===== src/hw/matrix_mod_macros.svh =====
`ifndef MATRIX_MOD_MACROS_SVH
`define MATRIX_MOD_MACROS_SVH

// Element and modulus width
`define MM_DATA_W 32
// Reduction lanes behind the dispatcher
`define MM_LANES 4
// Row or column count width
`define MM_DIM_W 6
// Input FIFO entries, also host credits after reset (power of two)
`define MM_IN_DEPTH 4
// Operand and result slots per lane
`define MM_LANE_DEPTH 1
// Sink credit counter width
`define MM_OUT_CRED_W 4

`endif


===== src/hw/matrix_mod_pkg.sv =====
`default_nettype none

`include "matrix_mod_macros.svh"

package matrix_mod_pkg;

  ////////////////////
  // Data words
  ////////////////////

  // One element or modulus
  typedef logic [`MM_DATA_W-1:0] elem_t;

  // Row or column count, or index inside the matrix
  typedef logic [`MM_DIM_W-1:0] dim_t;

  ////////////////////
  // Lane selection
  ////////////////////

  // Round-robin pointer, at least one bit even for a single lane
  typedef logic [(`MM_LANES > 1 ? $clog2(`MM_LANES) : 1)-1:0] lane_idx_t;

endpackage

`default_nettype wire


===== src/hw/lane_if.sv =====
`timescale 1ns/1ps
`default_nettype none

interface lane_if
  import matrix_mod_pkg::*;
();

  // Operand link, dispatcher to lane
  logic  op_valid;
  elem_t op_data;
  elem_t op_mod;
  logic  op_last;
  // Operand slot freed
  logic  op_credit;

  // Result link, lane to collector
  logic  res_valid;
  elem_t res_data;
  logic  res_last;
  // Collector slot freed
  logic  res_credit;

  modport feeder (output op_valid, op_data, op_mod, op_last, input op_credit);

  modport lane (
    input  op_valid, op_data, op_mod, op_last, res_credit,
    output op_credit, res_valid, res_data, res_last
  );

  modport drain (input res_valid, res_data, res_last, output res_credit);

endinterface

`default_nettype wire


===== src/hw/elem_dispatch.sv =====
`timescale 1ns/1ps
`default_nettype none

`include "matrix_mod_macros.svh"

module elem_dispatch
  import matrix_mod_pkg::*;
(
  input  logic   CLK,
  input  logic   RST,
  input  logic   start,
  input  logic   in_valid,
  input  elem_t  modulus,
  input  dim_t   size_i,
  input  dim_t   size_j,
  input  elem_t  in_data,
  output logic   in_credit,
  lane_if.feeder lanes [`MM_LANES]
);

  localparam int FW = $clog2(`MM_IN_DEPTH);
  localparam int CW = $clog2(`MM_LANE_DEPTH + 1);

  typedef enum logic [1:0] {S_IDLE, S_RUN, S_DRAIN, S_DONE} state_t;

  state_t state;
  // Latched job
  elem_t mod_q;
  dim_t  last_i;
  dim_t  last_j;
  // Raster position of the next issued element
  dim_t  row;
  dim_t  col;
  // Input FIFO
  elem_t         fifo [`MM_IN_DEPTH];
  logic [FW-1:0] wr_ptr;
  logic [FW-1:0] rd_ptr;
  logic [FW:0]   fill;
  // Lane side
  lane_idx_t            rr;
  logic [CW-1:0]        cred [`MM_LANES];
  logic [`MM_LANES-1:0] op_valid;
  logic [`MM_LANES-1:0] op_credit;
  elem_t                op_data;
  logic                 op_last;
  logic                 issue;
  logic                 last_elem;
  logic                 all_home;
  logic                 job_open;

  // One operand bus shared by all lanes, valid picks the lane
  for (genvar g = 0; g < `MM_LANES; g++) begin : g_lane
    assign lanes[g].op_valid = op_valid[g];
    assign lanes[g].op_data  = op_data;
    assign lanes[g].op_mod   = mod_q;
    assign lanes[g].op_last  = op_last;
    assign op_credit[g]      = lanes[g].op_credit;
  end

  ////////////////////
  // Job control
  ////////////////////

  // New job may start once the previous one has drained out of the lanes
  assign job_open  = (state == S_IDLE) || (state == S_DONE);
  assign issue     = (state == S_RUN) && (fill != '0) && (cred[rr] != '0);
  assign last_elem = (row == last_i) && (col == last_j);

  always_comb begin
    all_home = 1'b1;
    for (int i = 0; i < `MM_LANES; i++) begin
      if (cred[i] != CW'(`MM_LANE_DEPTH))
        all_home = 1'b0;
    end
  end

  always_ff @(posedge CLK or posedge RST) begin
    if (RST) begin
      state <= S_IDLE;
      row   <= '0;
      col   <= '0;
    end else begin
      case (state)
        S_IDLE, S_DONE: begin
          state <= start ? S_RUN : S_IDLE;
          row   <= '0;
          col   <= '0;
        end
        S_RUN: begin
          if (issue) begin
            if (last_elem) begin
              state <= S_DRAIN;
            end else if (col == last_j) begin
              // Wrap to next row
              col <= '0;
              row <= row + 1'b1;
            end else begin
              col <= col + 1'b1;
            end
          end
        end
        // Wait for every lane to hand its operand slot back
        S_DRAIN: if (all_home) state <= S_DONE;
        default: state <= S_IDLE;
      endcase
    end
  end

  // Store end indices rather than sizes
  always_ff @(posedge CLK) begin
    if (start && job_open) begin
      mod_q  <= modulus;
      last_i <= size_i - 1'b1;
      last_j <= size_j - 1'b1;
    end
  end

  ////////////////////
  // Input FIFO
  ////////////////////

  always_ff @(posedge CLK) begin
    if (in_valid)
      fifo[wr_ptr] <= in_data;
  end

  always_ff @(posedge CLK or posedge RST) begin
    if (RST) begin
      wr_ptr <= '0;
      rd_ptr <= '0;
      fill   <= '0;
    end else begin
      if (in_valid)
        wr_ptr <= wr_ptr + 1'b1;
      if (issue)
        rd_ptr <= rd_ptr + 1'b1;
      case ({in_valid, issue})
        2'b10:   fill <= fill + 1'b1;
        2'b01:   fill <= fill - 1'b1;
        default: fill <= fill;
      endcase
    end
  end

  ////////////////////
  // Round-robin issue
  ////////////////////

  always_ff @(posedge CLK or posedge RST) begin
    if (RST) begin
      op_valid  <= '0;
      in_credit <= 1'b0;
      rr        <= '0;
      for (int i = 0; i < `MM_LANES; i++)
        cred[i] <= CW'(`MM_LANE_DEPTH);
    end else begin
      op_valid <= '0;
      // FIFO slot freed, host may send one more
      in_credit <= issue;
      if (issue) begin
        op_valid[rr] <= 1'b1;
        rr <= (rr == lane_idx_t'(`MM_LANES - 1)) ? '0 : rr + 1'b1;
      end
      for (int i = 0; i < `MM_LANES; i++) begin
        case ({issue && (rr == lane_idx_t'(i)), op_credit[i]})
          2'b10:   cred[i] <= cred[i] - 1'b1;
          2'b01:   cred[i] <= cred[i] + 1'b1;
          default: cred[i] <= cred[i];
        endcase
      end
    end
  end

  // Operand payload, read only with op_valid
  always_ff @(posedge CLK) begin
    if (issue) begin
      op_data <= fifo[rd_ptr];
      op_last <= last_elem;
    end
  end

  // Host must respect its credits
  a_no_overrun: assert property (@(posedge CLK) disable iff (RST)
    in_valid |-> (fill != (FW+1)'(`MM_IN_DEPTH)));

  // Host waits for BUSY low, so no START lands mid-job
  a_start_idle: assert property (@(posedge CLK) disable iff (RST)
    start |-> job_open);

endmodule

`default_nettype wire


===== src/hw/mod_reduce_lane.sv =====
`timescale 1ns/1ps
`default_nettype none

`include "matrix_mod_macros.svh"

module mod_reduce_lane
  import matrix_mod_pkg::*;
(
  input logic  CLK,
  input logic  RST,
  lane_if.lane lnk
);

  localparam int SW = $clog2(`MM_DATA_W);
  localparam int CW = $clog2(`MM_LANE_DEPTH + 1);

  typedef enum logic [1:0] {E_IDLE, E_CALC, E_DONE} eng_t;

  eng_t          state;
  logic [SW-1:0] step;
  // Divider datapath
  elem_t              dvd;
  elem_t              rem;
  elem_t              modr;
  logic               last_q;
  logic [`MM_DATA_W:0] shifted;
  elem_t              diff;
  logic               fits;
  elem_t              result;
  // Result slot and collector credits
  logic          slot_full;
  elem_t         slot_data;
  logic          slot_last;
  logic [CW-1:0] res_cred;
  logic          retire;
  logic          send_new;
  logic          send_old;

  ////////////////////
  // Restoring step
  ////////////////////

  // Next dividend bit into the partial remainder
  assign shifted = {rem, dvd[`MM_DATA_W-1]};
  assign fits    = shifted >= {1'b0, modr};
  // Low bits suffice, the true difference is below the modulus
  assign diff    = shifted[`MM_DATA_W-1:0] - modr;
  // Dividend has rotated back to the original after all steps
  assign result  = (modr == '0) ? dvd : rem;

  assign retire   = (state == E_DONE) && !slot_full;
  assign send_new = retire && (res_cred != '0);
  assign send_old = slot_full && (res_cred != '0);

  always_ff @(posedge CLK or posedge RST) begin
    if (RST) begin
      state <= E_IDLE;
      step  <= '0;
    end else begin
      case (state)
        E_IDLE: begin
          step <= '0;
          if (lnk.op_valid)
            state <= E_CALC;
        end
        E_CALC: begin
          step <= step + 1'b1;
          if (step == SW'(`MM_DATA_W - 1))
            state <= E_DONE;
        end
        // Result cycle, stalls while the slot is occupied
        E_DONE: if (retire) state <= E_IDLE;
        default: state <= E_IDLE;
      endcase
    end
  end

  always_ff @(posedge CLK) begin
    if ((state == E_IDLE) && lnk.op_valid) begin
      dvd    <= lnk.op_data;
      modr   <= lnk.op_mod;
      last_q <= lnk.op_last;
      rem    <= '0;
    end else if (state == E_CALC) begin
      dvd <= {dvd[`MM_DATA_W-2:0], dvd[`MM_DATA_W-1]};
      rem <= fits ? diff : shifted[`MM_DATA_W-1:0];
    end
  end

  ////////////////////
  // Result side
  ////////////////////

  always_ff @(posedge CLK or posedge RST) begin
    if (RST) begin
      lnk.res_valid <= 1'b0;
      lnk.op_credit <= 1'b0;
      slot_full     <= 1'b0;
      res_cred      <= CW'(`MM_LANE_DEPTH);
    end else begin
      lnk.res_valid <= send_new || send_old;
      // Operand slot is free once its result has left the divider
      lnk.op_credit <= retire;
      if (send_old)
        slot_full <= 1'b0;
      else if (retire && !send_new)
        slot_full <= 1'b1;
      case ({send_new || send_old, lnk.res_credit})
        2'b10:   res_cred <= res_cred - 1'b1;
        2'b01:   res_cred <= res_cred + 1'b1;
        default: res_cred <= res_cred;
      endcase
    end
  end

  always_ff @(posedge CLK) begin
    if (send_new) begin
      lnk.res_data <= result;
      lnk.res_last <= last_q;
    end else if (send_old) begin
      lnk.res_data <= slot_data;
      lnk.res_last <= slot_last;
    end
    // Parked until the collector returns a credit
    if (retire && !send_new) begin
      slot_data <= result;
      slot_last <= last_q;
    end
  end

  // Collector never returns a credit it does not owe
  a_res_credit: assert property (@(posedge CLK) disable iff (RST)
    lnk.res_credit |-> (res_cred != CW'(`MM_LANE_DEPTH)));

endmodule

`default_nettype wire


===== src/hw/elem_collect.sv =====
`timescale 1ns/1ps
`default_nettype none

`include "matrix_mod_macros.svh"

module elem_collect
  import matrix_mod_pkg::*;
(
  input  logic  CLK,
  input  logic  RST,
  input  logic  start,
  lane_if.drain lanes [`MM_LANES],
  input  logic  out_credit,
  output logic  out_valid,
  output logic  out_last,
  output elem_t out_data,
  output logic  busy
);

  // Per-lane receive buffers
  logic [`MM_LANES-1:0] res_valid;
  logic [`MM_LANES-1:0] res_last;
  logic [`MM_LANES-1:0] res_credit;
  elem_t                res_data [`MM_LANES];
  logic [`MM_LANES-1:0] held;
  logic [`MM_LANES-1:0] held_last;
  elem_t                held_data [`MM_LANES];
  // Sink side
  logic [`MM_OUT_CRED_W-1:0] sink_cred;
  lane_idx_t                 ptr;
  logic                      drain;

  for (genvar g = 0; g < `MM_LANES; g++) begin : g_lane
    assign res_valid[g]       = lanes[g].res_valid;
    assign res_data[g]        = lanes[g].res_data;
    assign res_last[g]        = lanes[g].res_last;
    assign lanes[g].res_credit = res_credit[g];
  end

  ////////////////////
  // Ordered drain
  ////////////////////

  // Same lane order as the dispatcher, so raster order comes back
  assign drain = held[ptr] && (sink_cred != '0);

  always_ff @(posedge CLK or posedge RST) begin
    if (RST) begin
      held       <= '0;
      res_credit <= '0;
      out_valid  <= 1'b0;
      out_last   <= 1'b0;
      ptr        <= '0;
      sink_cred  <= '0;
    end else begin
      res_credit <= '0;
      out_valid  <= drain;
      out_last   <= drain && held_last[ptr];
      if (drain) begin
        held[ptr]       <= 1'b0;
        res_credit[ptr] <= 1'b1;
        ptr <= (ptr == lane_idx_t'(`MM_LANES - 1)) ? '0 : ptr + 1'b1;
      end
      // A lane refills only after its credit, never in the drain cycle
      for (int i = 0; i < `MM_LANES; i++) begin
        if (res_valid[i])
          held[i] <= 1'b1;
      end
      case ({out_credit, drain})
        2'b10:   sink_cred <= sink_cred + 1'b1;
        2'b01:   sink_cred <= sink_cred - 1'b1;
        default: sink_cred <= sink_cred;
      endcase
    end
  end

  always_ff @(posedge CLK) begin
    if (drain)
      out_data <= held_data[ptr];
    for (int i = 0; i < `MM_LANES; i++) begin
      if (res_valid[i]) begin
        held_data[i] <= res_data[i];
        held_last[i] <= res_last[i];
      end
    end
  end

  ////////////////////
  // Job status
  ////////////////////

  // High from START until the element flagged last has gone out
  always_ff @(posedge CLK or posedge RST) begin
    if (RST)
      busy <= 1'b0;
    else if (out_valid && out_last)
      busy <= 1'b0;
    else if (start)
      busy <= 1'b1;
  end

  // Sink grants no more credits than the counter holds
  a_sink_cred: assert property (@(posedge CLK) disable iff (RST)
    (out_credit && !drain) |-> (sink_cred != '1));

endmodule

`default_nettype wire


===== src/hw/matrix_mod_top.sv =====
`timescale 1ns/1ps
`default_nettype none

`include "matrix_mod_macros.svh"

module matrix_mod_top
  import matrix_mod_pkg::*;
(
  input  logic  CLK,
  input  logic  RST,
  // Job control
  input  logic  START,
  input  elem_t MODULUS,
  input  dim_t  SIZE_I,
  input  dim_t  SIZE_J,
  output logic  BUSY,
  // Host element stream
  input  logic  IN_VALID,
  input  elem_t IN_DATA,
  output logic  IN_CREDIT,
  // Reduced element stream
  output logic  OUT_VALID,
  output elem_t OUT_DATA,
  output logic  OUT_LAST,
  input  logic  OUT_CREDIT
);

  // One link per lane
  lane_if lane_bus [`MM_LANES] ();

  ////////////////////
  // Front end
  ////////////////////

  elem_dispatch u_dispatch (
    .CLK       (CLK),
    .RST       (RST),
    .start     (START),
    .in_valid  (IN_VALID),
    .modulus   (MODULUS),
    .size_i    (SIZE_I),
    .size_j    (SIZE_J),
    .in_data   (IN_DATA),
    .in_credit (IN_CREDIT),
    .lanes     (lane_bus)
  );

  ////////////////////
  // Reduction lanes
  ////////////////////

  for (genvar g = 0; g < `MM_LANES; g++) begin : g_lane
    mod_reduce_lane u_lane (
      .CLK (CLK),
      .RST (RST),
      .lnk (lane_bus[g])
    );
  end

  ////////////////////
  // Back end
  ////////////////////

  elem_collect u_collect (
    .CLK        (CLK),
    .RST        (RST),
    .start      (START),
    .lanes      (lane_bus),
    .out_credit (OUT_CREDIT),
    .out_valid  (OUT_VALID),
    .out_last   (OUT_LAST),
    .out_data   (OUT_DATA),
    .busy       (BUSY)
  );

endmodule

`default_nettype wire


===== config.mk =====
export PLATFORM = sky130hd
export DESIGN_NAME = matrix_mod_top
export DESIGN_NICKNAME = d
export VERILOG_FILES = /design/src/hw/matrix_mod_pkg.sv /design/src/hw/lane_if.sv /design/src/hw/elem_dispatch.sv /design/src/hw/mod_reduce_lane.sv /design/src/hw/elem_collect.sv /design/src/hw/matrix_mod_top.sv
export VERILOG_INCLUDE_DIRS = /design/src /design/src/hw
export SDC_FILE = /design/constraint.sdc
export NUM_CORES = 2
export LEC_CHECK = 0
export BUFFER_PORTS_ARGS = -buffer_cell sky130_fd_sc_hd__buf_2
export CAP_MARGIN = 20
export CORE_MARGIN = 2
export CORE_UTILIZATION = 43
export CTS_CLUSTER_DIAMETER = 50
export DETAILED_ROUTE_END_ITERATION = 16
export PLACE_DENSITY_LB_ADDON = 0.2
export REMOVE_ABC_BUFFERS = 1
export SLEW_MARGIN = 40
export SYNTH_ARGS = -nofsm -noshare
export SYNTH_HDL_FRONTEND = slang
export SYNTH_SLANG_ARGS = --single-unit

===== constraint.sdc =====
create_clock -name CLK -period 4.1 [get_ports CLK]
set_input_delay 0 -clock CLK [delete_from_list [all_inputs] [get_ports CLK]]
set_output_delay 0 -clock CLK [all_outputs]
set_load 0.02 [all_outputs]

---- Word level (Yosys, flattened, before mapping) ----
Memory sizes are Yosys's and may differ from the RTL's. A register that Yosys moved wholly into a read port is not among the register bits.
Cells that the tools add are included.
word-level totals
  bits in registers ....................... 794
  memory bits (writable) .................. 256
  input bits .............................. 81
  memories kept ........................... 2
operators by class
  add/sub/neg operators ................... 36
  order comparisons ....................... 9
  eq/ne operators ......................... 58
  multiplexer cells ....................... 119
  bitwise logic cells ..................... 3
  reduce and logical (&&, ||, !) cells .... 98
memories
  name                 words  width  read ports  clocked after Yosys merged registers in  write ports  RTL line             source
  u_collect.held_data  4      32     1           1                                        4            elem_collect.sv:27   elem_t held_data [`MM_LANES];
  u_dispatch.fifo      4      32     1           1                                        1            elem_dispatch.sv:35  elem_t fifo [`MM_IN_DEPTH];
operators with widths
  operator                                               number
  two-way mux 32 bit                                     24
  greater-or-equal comparator 33 x 32 -> 1 bit           4
  logical NOT 32 bit                                     4
  subtractor 32 bit                                      4
  nonzero test 2 bit                                     32
  two-way mux 1 bit                                      43
  case mux 5 bit (2 select lines)                        4
  == test 2 bit, second input constant                   19
  two-way mux 6 bit                                      6
  two-way mux 2 bit                                      17
  logical AND 1 bit                                      33
  == test 2 x 1 -> 1 bit, second input constant          16
  case mux 2 bit (3 select lines)                        5
  case mux 6 bit (2 select lines)                        2
  inequality test 2 x 1 -> 1 bit, second input constant  11
  adder 5 x 1 -> 5 bit, second input constant            4
  == test 5 bit, second input constant                   4
  AND reduction 3 bit                                    6
  case mux 1 bit (2 select lines)                        8
  adder 6 x 1 -> 6 bit, second input constant            2
  == test 6 bit                                          2
  logical NOT 2 bit                                      6
  two-way mux 4 bit                                      3
  inequality test 2 bit, second input constant           6
  other kinds (24)                                       58

---- Longest topological paths before layout ----
  depth in word-level cells ............... 8
  gate-level depth with buffers ........... 15

---- Hierarchy ----
Synthesis repeated with hierarchy kept, for this count alone.
unflattened totals
  cells, all modules ...................... 3865
  area, all modules ....................... 52763.1 um2
by module, submodules not included
  module                                  instances  cells each  area an instance (um2)  sequential area each (um2)
  mod_reduce_lane (g_lane[1].u_lane ...)  2          746         8987.4                  4850.9
  elem_dispatch                           1          657         10500.1                 6961.7
  mod_reduce_lane (g_lane[3].u_lane)      1          745         8983.6                  4850.9
  mod_reduce_lane (g_lane[0].u_lane)      1          701         8803.4                  4850.9
  elem_collect                            1          270         6501.2                  5350.1

---- Worst setup path after synthesis ----
OpenSTA, ideal clock, no wires.
  path type ............................... register to register
  from .................................... reg u_collect.ptr[0]
  to ...................................... reg u_collect.sink_cred[3]
  arrival ................................. 3535 ps
  data required time ...................... 3975 ps
  path slack .............................. 440 ps
  stages on the path, launching flop included .. 12
  cell sequence ........................... dfrtp_1 > clkbuf_1 > mux4_2 > o41a_1 > clkbuf_1 > ha_1 > ha_1 > a21o_1 > a21oi_1 > xnor2_1 > nor2_1 > xor2_1
on the way
  word-level cells in the longest chain between the ends .. 5
  elaborated cells between the ends (all ways) .. 7
RTL lines
  element                                                                RTL line            source
  start: declaration                                                     elem_collect.sv:30  lane_idx_t ptr;
  start signal: assignment                                               elem_collect.sv:62  ptr <= (ptr == lane_idx_t'(`MM_LANES - 1)) ? '0 : ptr + 1'b1;
  binary-select mux 1 bit (select 2 bit) *                               elem_collect.sv:45  assign drain = held[ptr] && (sink_cred != '0);
  two-way mux 1 bit (implied by the code) *                              elem_collect.sv:45
  logical AND 1 bit *                                                    elem_collect.sv:45
  named net u_collect.drain                                              elem_collect.sv:31  logic drain;
  == test 2 x 1 -> 1 bit or == test 2 bit (tied branches)                elem_collect.sv:69  case ({out_credit, drain})
  case mux 4 bit (2 select lines) or nonzero test 2 bit (tied branches)  --
  end signal: assignment                                                 elem_collect.sv:70  2'b10: sink_cred <= sink_cred + 1'b1;
  end signal: assignment                                                 elem_collect.sv:71  2'b01: sink_cred <= sink_cred - 1'b1;
  end signal: assignment                                                 elem_collect.sv:72  default: sink_cred <= sink_cred;
  end: declaration                                                       elem_collect.sv:29  logic [`MM_OUT_CRED_W-1:0] sink_cred;
Mark *: on every way through the listed nets, which the timed path passes. The rest lies on a longest branch. The select of a mux whose other input is x is not followed.
A chain may end at the register's enable or synchronous reset.

---- Worst setup path after layout ----
  from .................................... reg g_lane[1].u_lane.modr[3]
  to ...................................... reg g_lane[1].u_lane.rem[21]
on the way
  word-level cells in the longest chain between the ends .. 2
  elaborated cells between the ends (all ways) .. 3
RTL lines
  element                                                                            RTL line                                      source
  start: declaration                                                                 mod_reduce_lane.sv:24                         elem_t modr;
  start signal: assignment                                                           mod_reduce_lane.sv:81                         modr <= lnk.op_mod;
  subtractor 32 bit or greater-or-equal comparator 33 x 32 -> 1 bit (tied branches)  mod_reduce_lane.sv:47, mod_reduce_lane.sv:45
  two-way mux 32 bit *                                                               mod_reduce_lane.sv:86                         rem <= fits ? diff : shifted[`MM_DATA_W-1:0];
  end signal: assignment                                                             mod_reduce_lane.sv:86
  end: declaration                                                                   mod_reduce_lane.sv:23                         elem_t rem;
Every way passes the cells marked *; elsewhere a longest branch is shown, timed or not.

==> flow_results.xml <==
<?xml version="1.0" encoding="UTF-8"?>
<metrics>
  <group name="clocking">
    <metric name="cts_root_buffer" unit="">clkbuf_16</metric>
    <metric name="cts_buffers" unit="">136</metric>
    <metric name="postCtsResizedCells" unit="">0</metric>
    <metric name="clkTransAtPathRegs" unit="ps">60</metric>
    <metric name="htreeDepth" unit="">4</metric>
    <metric name="post-cts-setup-buffers" unit="">0</metric>
    <metric name="tritoncts" unit="">done</metric>
    <metric name="cts_hold_repair.buffers" unit="">136</metric>
    <metric name="tritoncts_num_sinks" unit="">1114</metric>
    <metric name="max-clock-path-buffers" unit="">3</metric>
    <metric name="clk_latency" unit="ps">740</metric>
  </group>
  <group name="yosys">
    <metric name="synthesis.area" unit="um2">50100</metric>
    <metric name="async_reset_ff_share" unit="%">8.35</metric>
    <metric name="synth_top_flop_cell" unit="">edfxtp_1</metric>
    <metric name="post-synth-top-area-cell" unit="">edfxtp_1</metric>
    <metric name="synth_area_leaders" unit="">edfxtp_1, mux2_2, dfxtp_1</metric>
    <metric name="synth_cell_type_count" unit="">74</metric>
    <metric name="post_synth_edffs" unit="">893</metric>
    <metric name="netlist.area_leader.share" unit="%">53.5</metric>
    <metric name="synth.yosys.warnings" unit="">0</metric>
    <metric name="yosysSeqAreaShare" unit="%">63.3</metric>
    <metric name="synth-seq-cells" unit="">1114</metric>
    <metric name="post_synth.cell_area_avg" unit="um2">13.5</metric>
    <metric name="post_synth_inst_count" unit="">3708</metric>
  </group>
  <group name="min_path">
    <metric name="min_from" unit="">IN_DATA[25]</metric>
    <metric name="holdPathStages" unit="">2</metric>
    <metric name="worst_hold_path_type" unit="">input pin to flop</metric>
    <metric name="hold_end" unit="">u_dispatch.fifo[2][25]$_DFFE_PP_</metric>
  </group>
  <group name="grt">
    <metric name="grtUsageTotal" unit="%">24.3</metric>
    <metric name="grt.overflow.total" unit="">0</metric>
    <metric name="grt_first_pass_wirelength" unit="um">210000</metric>
    <metric name="grt_most_used_layer" unit="">met2</metric>
    <metric name="global_route_track_usage_on_met2" unit="%">36.3</metric>
    <metric name="grt_use_met1" unit="%">34.4</metric>
    <metric name="pin_count_of_the_biggest_net_entering_global_routing" unit="">72</metric>
    <metric name="grt_util_met3" unit="%">6.16</metric>
    <metric name="grt_antenna_before_repair" unit="">34</metric>
    <metric name="number_of_global_route_vias_before_repair" unit="">30523</metric>
  </group>
  <group name="power_and_ir_drop">
    <metric name="pwr_density_cell" unit="nW/um2">425</metric>
    <metric name="leakage" unit="nW">22.9</metric>
    <metric name="max-vdd-ir-drop" unit="mV">0.436</metric>
  </group>
  <group name="final_layout">
    <metric name="finalInstanceArea" unit="um2">58700</metric>
    <metric name="post_route_cells_drive_above_1_share" unit="%">20.5</metric>
    <metric name="finalNonFillerCells" unit="">5683</metric>
    <metric name="synth_to_layout_area_growth" unit="%">17.1</metric>
    <metric name="commonest_cells_after_routing_fill_and_taps_aside" unit="">edfxtp_1, nand2_1, mux2_2</metric>
    <metric name="final_common_cell" unit="">edfxtp_1</metric>
    <metric name="num-nets-final" unit="">4278</metric>
  </group>
  <group name="die">
    <metric name="placementRows" unit="">125</metric>
    <metric name="num_io_pins" unit="">117</metric>
    <metric name="horizontal_die_dimension" unit="um">345</metric>
    <metric name="die_height" unit="um">345</metric>
    <metric name="core_area" unit="um2">116000</metric>
    <metric name="floorplan.initialDensity" unit="%">43.2</metric>
    <metric name="design.die.area" unit="um2">119000</metric>
  </group>
  <group name="route">
    <metric name="drt_iter0_drc" unit="">3633</metric>
    <metric name="vias" unit="">31555</metric>
    <metric name="detailedRoute.firstPassIterationCount" unit="">6</metric>
    <metric name="post-route-drc-count" unit="">0</metric>
    <metric name="routed_via_density" unit="">5.55</metric>
    <metric name="wl_per_cell" unit="um">25.7</metric>
    <metric name="count_of_nets_left_with_antenna_violations_after_detail_routing" unit="">0</metric>
    <metric name="postRouteWirelength" unit="um">146000</metric>
  </group>
  <group name="setup_path">
    <metric name="worst_case_register_to_register_setup_slack" unit="ps">520</metric>
    <metric name="worst-r2r-cell-count" unit="">13</metric>
    <metric name="rr_startpoint" unit="">g_lane[1].u_lane.modr[3]$_DFFE_PP_</metric>
    <metric name="cpMaxStageDelayCell" unit="">a31o_2</metric>
    <metric name="critical_path_arrival" unit="ps">4160</metric>
    <metric name="class_of_the_most_critical_setup_path" unit="">flop to flop</metric>
    <metric name="cp_slowest_stage_delay" unit="ps">540</metric>
    <metric name="critPathLaunchType" unit="">flop</metric>
    <metric name="cell_breakdown_of_the_critical_path" unit="">inv_1 -&gt; ha_1 -&gt; nand3_1 -&gt; o21bai_1 -&gt; nand3_1 -&gt; a41oi_2 -&gt; o211ai_1 -&gt; a31oi_1 -&gt; o221ai_1 -&gt; a31o_2 -&gt; buf_4 -&gt; mux2i_1 -&gt; o21ai_0</metric>
    <metric name="cpMostUsedCell" unit="">nand3_1</metric>
    <metric name="path_max_fanout" unit="">14</metric>
    <metric name="critPathCaptureType" unit="">flop</metric>
    <metric name="worst-endpoint-required" unit="ps">4680</metric>
    <metric name="worst_r2r_endpoint" unit="">g_lane[1].u_lane.rem[21]$_SDFFE_PP0P_</metric>
  </group>
  <group name="status">
    <metric name="result_of_the_run" unit="">completed</metric>
  </group>
  <group name="sta">
    <metric name="report.final.slew_viol_count" unit="">0</metric>
    <metric name="min_period_over_period" unit="%">87.3</metric>
    <metric name="max-slew-margin-rel" unit="%">39.3</metric>
    <metric name="timing.setup.tns" unit="ps">0</metric>
    <metric name="tightestPinTransition" unit="ps">911</metric>
    <metric name="timing.clock.skew" unit="ps">33.4</metric>
    <metric name="max_freq" unit="MHz">279</metric>
    <metric name="finalCriticalPeriod" unit="ps">3580</metric>
    <metric name="report.final.hold_viol_count" unit="">0</metric>
    <metric name="final_setup_fails" unit="">0</metric>
    <metric name="timing.final.ws_setup" unit="ps">520</metric>
    <metric name="rsz_0062_raised_after_global_routing" unit="">no</metric>
  </group>
  <group name="placement">
    <metric name="post-place-cells" unit="">5281</metric>
    <metric name="port_buffers" unit="">116</metric>
    <metric name="post_place_worst_slack" unit="ps">544</metric>
    <metric name="place_congestion" unit="">0.878</metric>
    <metric name="dpl-instance-area" unit="um2">52800</metric>
    <metric name="dp_hpwl" unit="um">103000</metric>
  </group>
  <group name="job">
    <metric name="maxCapViolations" unit="">0</metric>
  </group>
</metrics>
==> power by group <==
part           switching, mW  total, mW  internal [mW]
clock network           4.88       11.8           6.96
registers             0.0821       12.5           12.4
logic                  0.315      0.580          0.265
total                   5.28       24.9           19.6
==> worst max path at each step <==
| stage | depth (start not counted) | slack, ps | endpoint | from |
|---|---|---|---|---|
| 2_1_floorplan | 3 | -5020 | g_lane[1].u_lane.dvd[0]$_DFFE_PP_ | g_lane[1].u_lane.state[1]$_DFFE_PP0P_ |
| 6_report | 13 | 520 | g_lane[1].u_lane.rem[21]$_SDFFE_PP0P_ | g_lane[1].u_lane.modr[3]$_DFFE_PP_ |
| 4_1_cts | 14 | 510 | g_lane[2].u_lane.rem[26]$_SDFFE_PP0P_ | g_lane[2].u_lane.dvd[31]$_DFFE_PP_ |
| 5_1_grt | 14 | 110 | g_lane[2].u_lane.rem[26]$_SDFFE_PP0P_ | g_lane[2].u_lane.dvd[31]$_DFFE_PP_ |
| 3_3_place_gp | 13 | 540 | g_lane[1].u_lane.rem[22]$_SDFFE_PP0P_ | g_lane[1].u_lane.modr[3]$_DFFE_PP_ |
| 3_5_place_dp | 14 | 540 | g_lane[2].u_lane.rem[26]$_SDFFE_PP0P_ | g_lane[2].u_lane.dvd[31]$_DFFE_PP_ |
==> sequential cells by signal, indices dropped and copies added, names as in the netlist, 6 cells and up <==
name and cells:
g_lane.u_lane.dvd 128, g_lane.u_lane.lnk.res_data 128, g_lane.u_lane.modr 128, g_lane.u_lane.rem 128
g_lane.u_lane.slot_data 128, g_lane.u_lane.state 8, g_lane.u_lane.step 20, u_collect.held_data 128
u_collect.out_data 32, u_dispatch.col 6, u_dispatch.fifo 128, u_dispatch.lanes.op_data 32
u_dispatch.lanes.op_mod 32, u_dispatch.last_i 6, u_dispatch.last_j 6, u_dispatch.row 6
==> final cells by class <==
type / instances / area (um2)
fillers: 9918 / 57200
flip-flops and latches: 1114 / 31700
multi-input cells: 2262 / 17200
clock buffers: 168 / 3670
repair buffers: 325 / 2610
well taps: 1524 / 1910
clock inverters: 82 / 797
inverters: 194 / 731
diodes: 14 / 35.0
==> kinds of logic after synthesis <==
group / after synthesis / synth area share (%)
compound gates: 621 / 7.69
mux: 478 / 12.0
flops: 1114 / 63.3
fa+ha+maj: 164 / 4.18
buf+inv: 332 / 2.58
xor+xnor: 153 / 2.67
simple gates: 846 / 7.57
==> per-stage QoR <==
step	hold slack (ps)	total power, mW	util [%]
4_1_cts	1.12	25.1	50.6
2_1_floorplan	91.0	13.0	-
3_3_place_gp	151	13.2	45.5
6_report	40.3	24.9	50.6
5_1_grt	15.6	25.7	50.6
3_5_place_dp	151	13.2	45.6
==> worst max-delay path: cells and delay by family (launching register included) <==
| family | cells | cell delay (ps) |
|---|---|---|
| simple gates | 2 | 270 |
| fa+ha+maj | 1 | 360 |
| mux | 1 | 210 |
| compound gates | 7 | 1880 |
| flops | 1 | 360 |
| buf+inv | 2 | 340 |
==> cell usage after synthesis, types with 16 or more instances <==
cell type,n
dfxtp_1,128
edfxtp_1,893
and3_1,29
o21a_1,16
nor4_1,37
nor3_1,34
a21oi_1,160
nor2b_1,38
xor2_1,65
mux4_2,66
a31oi_1,21
ha_1,158
nand4_1,31
nand2_1,431
dfrtp_1,85
mux2_2,326
nand3_1,71
clkbuf_1,112
a22o_1,20
o21ai_1,30
inv_1,192
a21o_1,73
nor2_1,120
and2_1,21
xnor2_1,88
o21ai_0,176
o21bai_1,20
mux2i_1,86
a211oi_1,17
==> routing by layer <==
| layer | share of wire [%] | vias up |
|---|---|---|
| met2 | 44 | 1169 |
| li1 | - | 14484 |
| met5 | 0.033 | - |
| met4 | 3.3 | 6 |
| met3 | 8.9 | 214 |
| met1 | 44 | 15682 |
No activity file was read; power rests on OpenSTA's default activity.
